[src/verilog/core_consts.svh]
`ifndef CORE_CONSTS_SVH
`define CORE_CONSTS_SVH

// datapath widths
`define ADDR_LEN 32
`define DATA_LEN 32
`define INSN_LEN 32

// architectural register index
`define REG_SEL 5

// rob slots double as rename register tags
`define ROB_SEL 3
`define ROB_NUM 8

// reset pc
`define ENTRY_POINT 32'h0000_0000

`endif

[src/verilog/core_pkg.sv]
`include "core_consts.svh"

package core_pkg;

    // only the three major opcodes of the supported subset
    typedef enum logic [6:0] {
        OPC_LUI    = 7'b0110111,
        OPC_OP_IMM = 7'b0010011,
        OPC_OP     = 7'b0110011
    } opcode_e;

    typedef enum logic [3:0] {
        ALU_ADD = 4'd0,
        ALU_SUB = 4'd1,
        ALU_AND = 4'd2,
        ALU_OR  = 4'd3,
        ALU_XOR = 4'd4,
        ALU_SLT = 4'd5,
        ALU_SLL = 4'd6,
        ALU_SRL = 4'd7
    } alu_op_e;

    typedef enum logic {
        SRC_B_RS2 = 1'b0,
        SRC_B_IMM = 1'b1
    } src_b_sel_e;

    typedef struct packed {
        logic                 valid;
        logic [`ADDR_LEN-1:0] pc;
        logic [`INSN_LEN-1:0] inst;
    } if_id_t;

    typedef struct packed {
        logic                 valid;
        alu_op_e              alu_op;
        src_b_sel_e           src_b_sel;
        logic [`REG_SEL-1:0]  rs1;
        logic [`REG_SEL-1:0]  rs2;
        logic [`REG_SEL-1:0]  rd;
        logic                 wr_reg;
        logic [`DATA_LEN-1:0] imm;
        logic [`ADDR_LEN-1:0] pc;
    } id_dp_t;

    typedef struct packed {
        logic                 valid;
        alu_op_e              alu_op;
        logic [`DATA_LEN-1:0] op1;
        logic [`DATA_LEN-1:0] op2;
        logic [`ROB_SEL-1:0]  rrf_tag;
        logic                 wr_reg;
    } dp_ex_t;

    typedef struct packed {
        logic                 valid;
        logic [`ROB_SEL-1:0]  rrf_tag;
        logic [`DATA_LEN-1:0] data;
    } ex_result_t;

    typedef struct packed {
        logic                 valid;
        logic                 we;
        logic [`REG_SEL-1:0]  rd;
        logic [`ROB_SEL-1:0]  rrf_tag;
        logic [`DATA_LEN-1:0] data;
    } commit_t;

endpackage

[src/verilog/fetch_unit.sv]
`include "core_consts.svh"

module fetch_unit (
    input  logic                 clk_i,
    input  logic                 rst_i,
    input  logic [`INSN_LEN-1:0] idata_i,
    output logic [`ADDR_LEN-1:0] iaddr_o,
    output core_pkg::if_id_t     if_o
);

    logic [`ADDR_LEN-1:0] pc_q;
    core_pkg::if_id_t     if_q;

    // without back-pressure the pc simply walks forward
    always_ff @(posedge clk_i) begin
        if (rst_i) begin
            pc_q <= `ENTRY_POINT;
        end else begin
            pc_q <= pc_q + 4;
        end
    end

    assign iaddr_o = pc_q;

    // instruction word comes back in the same cycle
    always_ff @(posedge clk_i) begin
        if (rst_i) begin
            if_q.valid <= 1'b0;
        end else begin
            if_q.valid <= 1'b1;
            if_q.pc    <= pc_q;
            if_q.inst  <= idata_i;
        end
    end

    assign if_o = if_q;

endmodule

[src/verilog/inst_decoder.sv]
`include "core_consts.svh"

module inst_decoder (
    input  logic             clk_i,
    input  logic             rst_i,
    input  core_pkg::if_id_t if_i,
    output core_pkg::id_dp_t id_o
);

    core_pkg::opcode_e opcode;
    logic [2:0]        funct3;
    logic [6:0]        funct7;
    logic              legal;
    core_pkg::id_dp_t  id_d;
    core_pkg::id_dp_t  id_q;

    assign opcode = core_pkg::opcode_e'(if_i.inst[6:0]);
    assign funct3 = if_i.inst[14:12];
    assign funct7 = if_i.inst[31:25];

    always_comb begin
        id_d           = '0;
        id_d.pc        = if_i.pc;
        id_d.rs1       = if_i.inst[19:15];
        id_d.rs2       = if_i.inst[24:20];
        id_d.rd        = if_i.inst[11:7];
        id_d.imm       = {{20{if_i.inst[31]}}, if_i.inst[31:20]};
        id_d.alu_op    = core_pkg::ALU_ADD;
        id_d.src_b_sel = core_pkg::SRC_B_RS2;
        legal          = 1'b1;
        case (opcode)
            core_pkg::OPC_LUI: begin
                // rs1 forced to x0 so the first operand reads zero
                id_d.rs1       = '0;
                id_d.imm       = {if_i.inst[31:12], 12'b0};
                id_d.src_b_sel = core_pkg::SRC_B_IMM;
            end
            core_pkg::OPC_OP_IMM: begin
                id_d.src_b_sel = core_pkg::SRC_B_IMM;
                case (funct3)
                    3'b000:  id_d.alu_op = core_pkg::ALU_ADD;
                    3'b010:  id_d.alu_op = core_pkg::ALU_SLT;
                    3'b100:  id_d.alu_op = core_pkg::ALU_XOR;
                    3'b110:  id_d.alu_op = core_pkg::ALU_OR;
                    3'b111:  id_d.alu_op = core_pkg::ALU_AND;
                    default: legal = 1'b0;
                endcase
            end
            core_pkg::OPC_OP: begin
                case ({funct7, funct3})
                    10'b0000000_000: id_d.alu_op = core_pkg::ALU_ADD;
                    10'b0100000_000: id_d.alu_op = core_pkg::ALU_SUB;
                    10'b0000000_001: id_d.alu_op = core_pkg::ALU_SLL;
                    10'b0000000_010: id_d.alu_op = core_pkg::ALU_SLT;
                    10'b0000000_100: id_d.alu_op = core_pkg::ALU_XOR;
                    10'b0000000_101: id_d.alu_op = core_pkg::ALU_SRL;
                    10'b0000000_110: id_d.alu_op = core_pkg::ALU_OR;
                    10'b0000000_111: id_d.alu_op = core_pkg::ALU_AND;
                    default:         legal = 1'b0;
                endcase
            end
            default: legal = 1'b0;
        endcase
        // x0 as destination never claims a register
        id_d.wr_reg = legal && (id_d.rd != '0);
        id_d.valid  = if_i.valid && legal;
    end

    always_ff @(posedge clk_i) begin
        if (rst_i) begin
            id_q.valid <= 1'b0;
        end else begin
            id_q <= id_d;
        end
    end

    assign id_o = id_q;

endmodule

[src/verilog/rename_unit.sv]
`include "core_consts.svh"

module rename_unit (
    input  logic                  clk_i,
    input  logic                  rst_i,
    input  core_pkg::id_dp_t      id_i,
    input  logic [`ROB_SEL-1:0]   alloc_tag_i,
    input  core_pkg::ex_result_t  ex_i,
    input  core_pkg::commit_t     commit_i,
    output core_pkg::dp_ex_t      dp_o
);

    localparam int reg_num = 2 ** `REG_SEL;

    // architectural state plus rename mapping
    logic [`DATA_LEN-1:0] arf_data [reg_num];
    logic [`ROB_SEL-1:0]  arf_tag  [reg_num];
    logic [reg_num-1:0]   arf_busy;

    // rename registers, one per rob slot
    logic [`DATA_LEN-1:0] rrf_data [`ROB_NUM];
    logic [`ROB_NUM-1:0]  rrf_valid;

    logic                 dispatch_wr;
    logic                 commit_clear;
    core_pkg::dp_ex_t     dp_d;
    core_pkg::dp_ex_t     dp_q;

    // forwarding bus first, then rrf, then arf
    function automatic logic [`DATA_LEN-1:0] read_src(input logic [`REG_SEL-1:0] rs);
        logic [`ROB_SEL-1:0] tag;
        tag = arf_tag[rs];
        if (rs == '0) begin
            read_src = '0;
        end else if (arf_busy[rs] && ex_i.valid && ex_i.rrf_tag == tag) begin
            read_src = ex_i.data;
        end else if (arf_busy[rs] && rrf_valid[tag]) begin
            read_src = rrf_data[tag];
        end else begin
            read_src = arf_data[rs];
        end
    endfunction

    assign dispatch_wr  = id_i.valid && id_i.wr_reg;
    assign commit_clear = commit_i.valid && commit_i.we && arf_busy[commit_i.rd]
                          && (arf_tag[commit_i.rd] == commit_i.rrf_tag);

    always_comb begin
        dp_d.valid   = id_i.valid;
        dp_d.alu_op  = id_i.alu_op;
        dp_d.op1     = read_src(id_i.rs1);
        dp_d.op2     = (id_i.src_b_sel == core_pkg::SRC_B_IMM) ? id_i.imm : read_src(id_i.rs2);
        dp_d.rrf_tag = alloc_tag_i;
        dp_d.wr_reg  = id_i.wr_reg;
    end

    always_ff @(posedge clk_i) begin
        if (commit_i.valid && commit_i.we) begin
            arf_data[commit_i.rd] <= commit_i.data;
        end
        if (dispatch_wr) begin
            arf_tag[id_i.rd] <= alloc_tag_i;
        end
        if (ex_i.valid) begin
            rrf_data[ex_i.rrf_tag] <= ex_i.data;
        end
    end

    always_ff @(posedge clk_i) begin
        if (rst_i) begin
            arf_busy  <= '0;
            rrf_valid <= '0;
        end else begin
            // younger dispatch to the same rd wins over the clear
            if (commit_clear) begin
                arf_busy[commit_i.rd] <= 1'b0;
            end
            if (dispatch_wr) begin
                arf_busy[id_i.rd] <= 1'b1;
            end
            if (ex_i.valid) begin
                rrf_valid[ex_i.rrf_tag] <= 1'b1;
            end
            if (id_i.valid) begin
                rrf_valid[alloc_tag_i] <= 1'b0;
            end
        end
    end

    always_ff @(posedge clk_i) begin
        if (rst_i) begin
            dp_q.valid <= 1'b0;
        end else begin
            dp_q <= dp_d;
        end
    end

    assign dp_o = dp_q;

    // rob may only retire a tag whose result already landed in the rrf
    assert property (@(posedge clk_i) disable iff (rst_i)
        commit_i.valid |-> rrf_valid[commit_i.rrf_tag])
        else $error("commit of tag %0d without rrf data", commit_i.rrf_tag);

endmodule

[src/verilog/alu_exec.sv]
`include "core_consts.svh"

module alu_exec (
    input  core_pkg::dp_ex_t     dp_i,
    output core_pkg::ex_result_t ex_o
);

    logic [`DATA_LEN-1:0] op1;
    logic [`DATA_LEN-1:0] op2;
    logic [4:0]           shamt;
    logic                 less;
    logic [`DATA_LEN-1:0] result;

    assign op1   = dp_i.op1;
    assign op2   = dp_i.op2;
    assign shamt = op2[4:0];
    assign less  = $signed(op1) < $signed(op2);

    always_comb begin
        case (dp_i.alu_op)
            core_pkg::ALU_ADD: begin
                result = op1 + op2;
            end
            core_pkg::ALU_SUB: begin
                result = op1 - op2;
            end
            core_pkg::ALU_AND: begin
                result = op1 & op2;
            end
            core_pkg::ALU_OR: begin
                result = op1 | op2;
            end
            core_pkg::ALU_XOR: begin
                result = op1 ^ op2;
            end
            core_pkg::ALU_SLT: begin
                result = {{(`DATA_LEN-1){1'b0}}, less};
            end
            core_pkg::ALU_SLL: begin
                result = op1 << shamt;
            end
            core_pkg::ALU_SRL: begin
                result = op1 >> shamt;
            end
            default: begin
                result = '0;
            end
        endcase
    end

    // result broadcast to rrf and rob in the same cycle
    assign ex_o.valid   = dp_i.valid;
    assign ex_o.rrf_tag = dp_i.rrf_tag;
    // no destination means x0, whose value is zero
    assign ex_o.data    = dp_i.wr_reg ? result : '0;

endmodule

[src/verilog/rob_ctrl.sv]
`include "core_consts.svh"

module rob_ctrl (
    input  logic                 clk_i,
    input  logic                 rst_i,
    input  core_pkg::id_dp_t     id_i,
    input  core_pkg::ex_result_t ex_i,
    output logic [`ROB_SEL-1:0]  alloc_tag_o,
    output core_pkg::commit_t    commit_o
);

    logic [`ROB_SEL-1:0]  head_q;
    logic [`ROB_SEL-1:0]  tail_q;
    logic [`ROB_SEL:0]    count_q;
    logic [`ROB_NUM-1:0]  used_q;
    logic [`ROB_NUM-1:0]  done_q;

    // per-entry payload
    logic [`REG_SEL-1:0]  rd_mem   [`ROB_NUM];
    logic [`ROB_NUM-1:0]  wr_mem;
    logic [`DATA_LEN-1:0] data_mem [`ROB_NUM];

    logic                 alloc;
    logic                 retire;

    assign alloc       = id_i.valid;
    assign retire      = used_q[head_q] && done_q[head_q];
    assign alloc_tag_o = tail_q;

    always_ff @(posedge clk_i) begin
        if (alloc) begin
            rd_mem[tail_q] <= id_i.rd;
            wr_mem[tail_q] <= id_i.wr_reg;
        end
        if (ex_i.valid) begin
            data_mem[ex_i.rrf_tag] <= ex_i.data;
        end
    end

    always_ff @(posedge clk_i) begin
        if (rst_i) begin
            head_q   <= '0;
            tail_q   <= '0;
            count_q  <= '0;
            used_q   <= '0;
            done_q   <= '0;
            commit_o <= '0;
        end else begin
            if (retire) begin
                used_q[head_q] <= 1'b0;
                head_q         <= head_q + 1'b1;
            end
            if (ex_i.valid) begin
                done_q[ex_i.rrf_tag] <= 1'b1;
            end
            if (alloc) begin
                used_q[tail_q] <= 1'b1;
                done_q[tail_q] <= 1'b0;
                tail_q         <= tail_q + 1'b1;
            end
            count_q <= count_q + alloc - retire;
            // one in-order retirement per cycle
            commit_o.valid   <= retire;
            commit_o.we      <= retire && wr_mem[head_q];
            commit_o.rd      <= rd_mem[head_q];
            commit_o.rrf_tag <= head_q;
            commit_o.data    <= data_mem[head_q];
        end
    end

    // single alu and commit keep pace, so the rob never fills
    assert property (@(posedge clk_i) disable iff (rst_i)
        alloc |-> (count_q != (`ROB_SEL+1)'(`ROB_NUM)))
        else $error("rob allocation while full");

    assert property (@(posedge clk_i) disable iff (rst_i)
        ex_i.valid |-> used_q[ex_i.rrf_tag])
        else $error("completion on free rob entry %0d", ex_i.rrf_tag);

endmodule

[src/verilog/ooo_core_top.sv]
`include "core_consts.svh"

module ooo_core_top (
    input  logic                 clk_i,
    input  logic                 rst_i,
    input  logic [`INSN_LEN-1:0] idata_i,
    output logic [`ADDR_LEN-1:0] iaddr_o,
    output logic                 commit_valid_o,
    output logic                 commit_we_o,
    output logic [`REG_SEL-1:0]  commit_rd_o,
    output logic [`DATA_LEN-1:0] commit_data_o
);

    core_pkg::if_id_t     if_id;
    core_pkg::id_dp_t     id_dp;
    core_pkg::dp_ex_t     dp_ex;
    core_pkg::ex_result_t ex_res;
    core_pkg::commit_t    commit;
    logic [`ROB_SEL-1:0]  alloc_tag;

    fetch_unit u_fetch_unit (
        .clk_i  (clk_i),
        .rst_i  (rst_i),
        .idata_i(idata_i),
        .iaddr_o(iaddr_o),
        .if_o   (if_id)
    );

    inst_decoder u_inst_decoder (
        .clk_i(clk_i),
        .rst_i(rst_i),
        .if_i (if_id),
        .id_o (id_dp)
    );

    rename_unit u_rename_unit (
        .clk_i      (clk_i),
        .rst_i      (rst_i),
        .id_i       (id_dp),
        .alloc_tag_i(alloc_tag),
        .ex_i       (ex_res),
        .commit_i   (commit),
        .dp_o       (dp_ex)
    );

    alu_exec u_alu_exec (
        .dp_i(dp_ex),
        .ex_o(ex_res)
    );

    rob_ctrl u_rob_ctrl (
        .clk_i      (clk_i),
        .rst_i      (rst_i),
        .id_i       (id_dp),
        .ex_i       (ex_res),
        .alloc_tag_o(alloc_tag),
        .commit_o   (commit)
    );

    assign commit_valid_o = commit.valid;
    assign commit_we_o    = commit.we;
    assign commit_rd_o    = commit.rd;
    assign commit_data_o  = commit.data;

endmodule

[config.mk]
export PLATFORM = sky130hd
export DESIGN_NAME = ooo_core_top
export DESIGN_NICKNAME = d
export VERILOG_FILES = /design/src/verilog/core_pkg.sv /design/src/verilog/fetch_unit.sv /design/src/verilog/inst_decoder.sv /design/src/verilog/rename_unit.sv /design/src/verilog/alu_exec.sv /design/src/verilog/rob_ctrl.sv /design/src/verilog/ooo_core_top.sv
export VERILOG_INCLUDE_DIRS = /design/src /design/src/verilog
export SDC_FILE = /design/constraint.sdc
export NUM_CORES = 2
export LEC_CHECK = 0
export ABC_AREA = 0
export BUFFER_PORTS_ARGS = -buffer_cell sky130_fd_sc_hd__buf_2
export CAP_MARGIN = 25
export CELL_PAD_IN_SITES_DETAIL_PLACEMENT = 0
export CELL_PAD_IN_SITES_GLOBAL_PLACEMENT = 1
export CORE_MARGIN = 2
export CORE_UTILIZATION = 50
export CTS_BUF_LIST = sky130_fd_sc_hd__clkbuf_2
export CTS_CLUSTER_DIAMETER = 30
export DETAILED_ROUTE_END_ITERATION = 10
export PLACE_DENSITY = 0.7
export SYNTH_ARGS = -nofsm -noshare
export SYNTH_HDL_FRONTEND = slang
export SYNTH_SLANG_ARGS = --single-unit
[constraint.sdc]
create_clock -name clk_i -period 7 [get_ports clk_i]
set_input_delay 0.7 -clock clk_i [delete_from_list [all_inputs] [get_ports clk_i]]
set_output_delay 0.7 -clock clk_i [all_outputs]
set_load 0.05 [all_outputs]
==> out/metrics.cfg <==
[routing]
vias_per_cell=6.726
via_count=59210
wl_per_cell_um=33.58
drt-pass1-iter-count=6
drtIter0Drc=7339
drtAntennaViolNets=0
wl_um=295600
drc=0

[setup_path]
critPathBufInv=2
cp.required_ps=8430
critPathArrivalTime_ps=6790
slowest_delay_ps=830
rr_worst_depth=11
cp-end-kind=register
cp.depth=11
critPathKind=register to register
r2r-end=u_rename_unit.dp_o[11]
crit_path_top_delay_cell=dfxtp_4
cp_max_fo=111
crit_path_frequent_cell=mux2i_1
r2r_slack_ps=1640
crit_chain=buf_12 > mux2i_1 > a21oi_1 > nand3_1 > nand4_4 > buf_4 > nor2b_1 > a22oi_1 > o211ai_1 > mux2i_1 > a221o_1
endpoint=u_rename_unit.dp_o[11]
path_delay_family=buffers and inverters
cp-start-kind=register

[power]
ir_drop_uv=173.7
p_per_area_nw_per_um2=248.9
power.total_mw=24.69
p_leak_nw=34.21

[yosys]
synth_top_area_share=0.5264
synthArstFlopShare=0
ys_types=98
ys.warnings.count=0
synth_ff_type=edfxtp_1
synthTopCellsByArea=edfxtp_1, mux4_2, mux2i_1
synth_top_cell_by_area=edfxtp_1
ys_ff_latch=1726
synth_area_um2=90070
avgSynthCellArea_um2=15.82
netlist_instances=5692
seq_area_frac_synth=0.5591
synth_enable_flop_cells=1579

[final_layout]
finish.instance_area_um2=99210
area_growth_pct=10.14
nets=6235
drive_gt1_frac=0.3169
fillCellCount=14500
multi_input_comb_area_um2=37600
ff_latch_area_um2=50410
final_common_cell=edfxtp_1
final_cell_mix=edfxtp_1, mux4_2, clkbuf_2, mux2i_1, nor2_1

[timing]
slew_headroom=0.1681
finalSetupViolCount=0
finalCritPeriodShare=0.7664
hold_viol=0
slew_viol_final=0
clock.fmax_mhz=186.4
rsz0062_at_grt=no
tightest_slew_ps=1248
final.setup.tns_ps=0
clock_skew_ps=309.1
period_needed_ps=5365

[clocking]
htreeDepth=5
cts_max_path_buffers=4
cts-root-buf=clkbuf_2
post_cts.repair.setup_buffers=0
cts_sinks=1726
ctsHoldBuffers=101
cts_buffers=469
post_cts_resized=0
path_clk_slew_ps=100
clkLatencyLatePin_ps=1980
tritoncts=done

[placement]
hpwl_um=185500
dpl-instance-area_um2=93230
gp_congestion=0.9802
port_buffers=102

[die]
dieArea_um2=183600
die_y_um=428.4
floorplan.initialDensity=0.5037
fp.dieW_um=428.4
rows=155
core_um2=178800
io_pins=105

[global_routing]
grt_pass1_wl_um=422900
antenna_found_initial=18
grt_max_degree=128
grt.total_usage=0.3197
grt_pass1_vias=59240
grt.overflow.total=0

[hold_path]
hp-class=register to register

[run]
cap_violations=0

[run_status]
outcome=completed

==> power breakdown <==
part	internal [mW]	switching [mW]
Clock	3.50	4.30
Combinational	2.11	3.08
Sequential	11.4	0.346
Total	17.0	7.73
==> final cells by class <==
class / instances / share of cell area
Sequential cell: 1726 / 0.5081
Multi-Input combinational cell: 3403 / 0.3790
Clock buffer: 650 / 0.03279
Timing Repair Buffer: 369 / 0.03148
Tap cell: 2355 / 0.02970
Clock inverter: 179 / 0.01433
Inverter: 113 / 0.004351
Antenna cell: 8 / 0.0002018
==> sequential cells by signal (all words and copies together) (netlist names), 8 cells and up, named ones only <==
signal                   cells
u_fetch_unit.iaddr_o        30
u_fetch_unit.if_o           33
u_inst_decoder.id_o         53
u_rename_unit.arf_busy      32
u_rename_unit.arf_data    1024
u_rename_unit.arf_tag       96
u_rename_unit.dp_o          72
u_rename_unit.rrf_data     256
u_rename_unit.rrf_valid      8
u_rob_ctrl.commit_o         42
u_rob_ctrl.done_q            8
u_rob_ctrl.rd_mem           40
u_rob_ctrl.used_q            8
u_rob_ctrl.wr_mem            8
==> synthesized netlist by cell type, types with 55 or more instances <==
library cell / count
mux2_2: 113
dfxtp_1: 147
edfxtp_1: 1579
ha_1: 117
a22oi_1: 90
a211oi_1: 55
mux2i_1: 485
clkbuf_1: 217
buf_2: 89
buf_1: 84
nor2_1: 410
mux4_2: 836
nand2_1: 191
nor3_1: 66
inv_1: 110
o21ai_0: 105
nand3_1: 62
a21oi_1: 177
==> per-stage QoR <==
stage | setup slack [ps] | util | hold slack, ps | instances
after global placement | 1934 | 0.5207 | 439.2 | 7842
after global routing | 1446 | 0.5548 | 388.7 | 8799
final | 1635 | 0.5548 | 447.1 | 8803
after floorplan | 858.5 | - | 400.3 | 5693
after CTS | 1692 | 0.5532 | 219.6 | 8782
after detailed placement | 1913 | 0.5214 | 442.3 | 7852
==> how the worst min path moves through the flow <==
stage,slack [ps],depth (start not counted),endpoint,startpoint
final,450,0,u_rename_unit.dp_o[70],u_inst_decoder.id_o[83]
after global routing,390,4,u_fetch_unit.if_o[31],idata_i[31]
after CTS,220,4,u_fetch_unit.if_o[28],idata_i[28]
after detailed placement,440,0,u_inst_decoder.id_o[68],u_fetch_unit.if_o[10]
after global placement,440,0,u_inst_decoder.id_o[66],u_fetch_unit.if_o[8]
after floorplan,400,0,u_rename_unit.dp_o[68],u_inst_decoder.id_o[81]
==> kinds of logic (layout without fill, tap and decap cells) <==
group           Yosys count  count (layout)  share of synthesized area
fa+ha+maj               119             119                    0.01670
other cells               1              10                 0.00004163
xor+xnor                 46              46                   0.004556
buf+inv                 564            1311                    0.02778
simple gates            958             958                    0.04951
flops                  1726            1726                     0.5591
compound gates          838             838                    0.06450
mux                    1440            1440                     0.2778
==> routing by layer <==
metal	wire length [µm]	part of all wire	vias to the layer above	GRT usage
met5	171	0.00058	-	0
met4	11530	0.039	16	0.1272
met3	28180	0.095	615	0.07043
met2	139900	0.47	3375	0.4997
met1	115900	0.39	30770	0.4393
li1	-	-	24430	-
No activity file was read; power rests on OpenSTA's default activity.
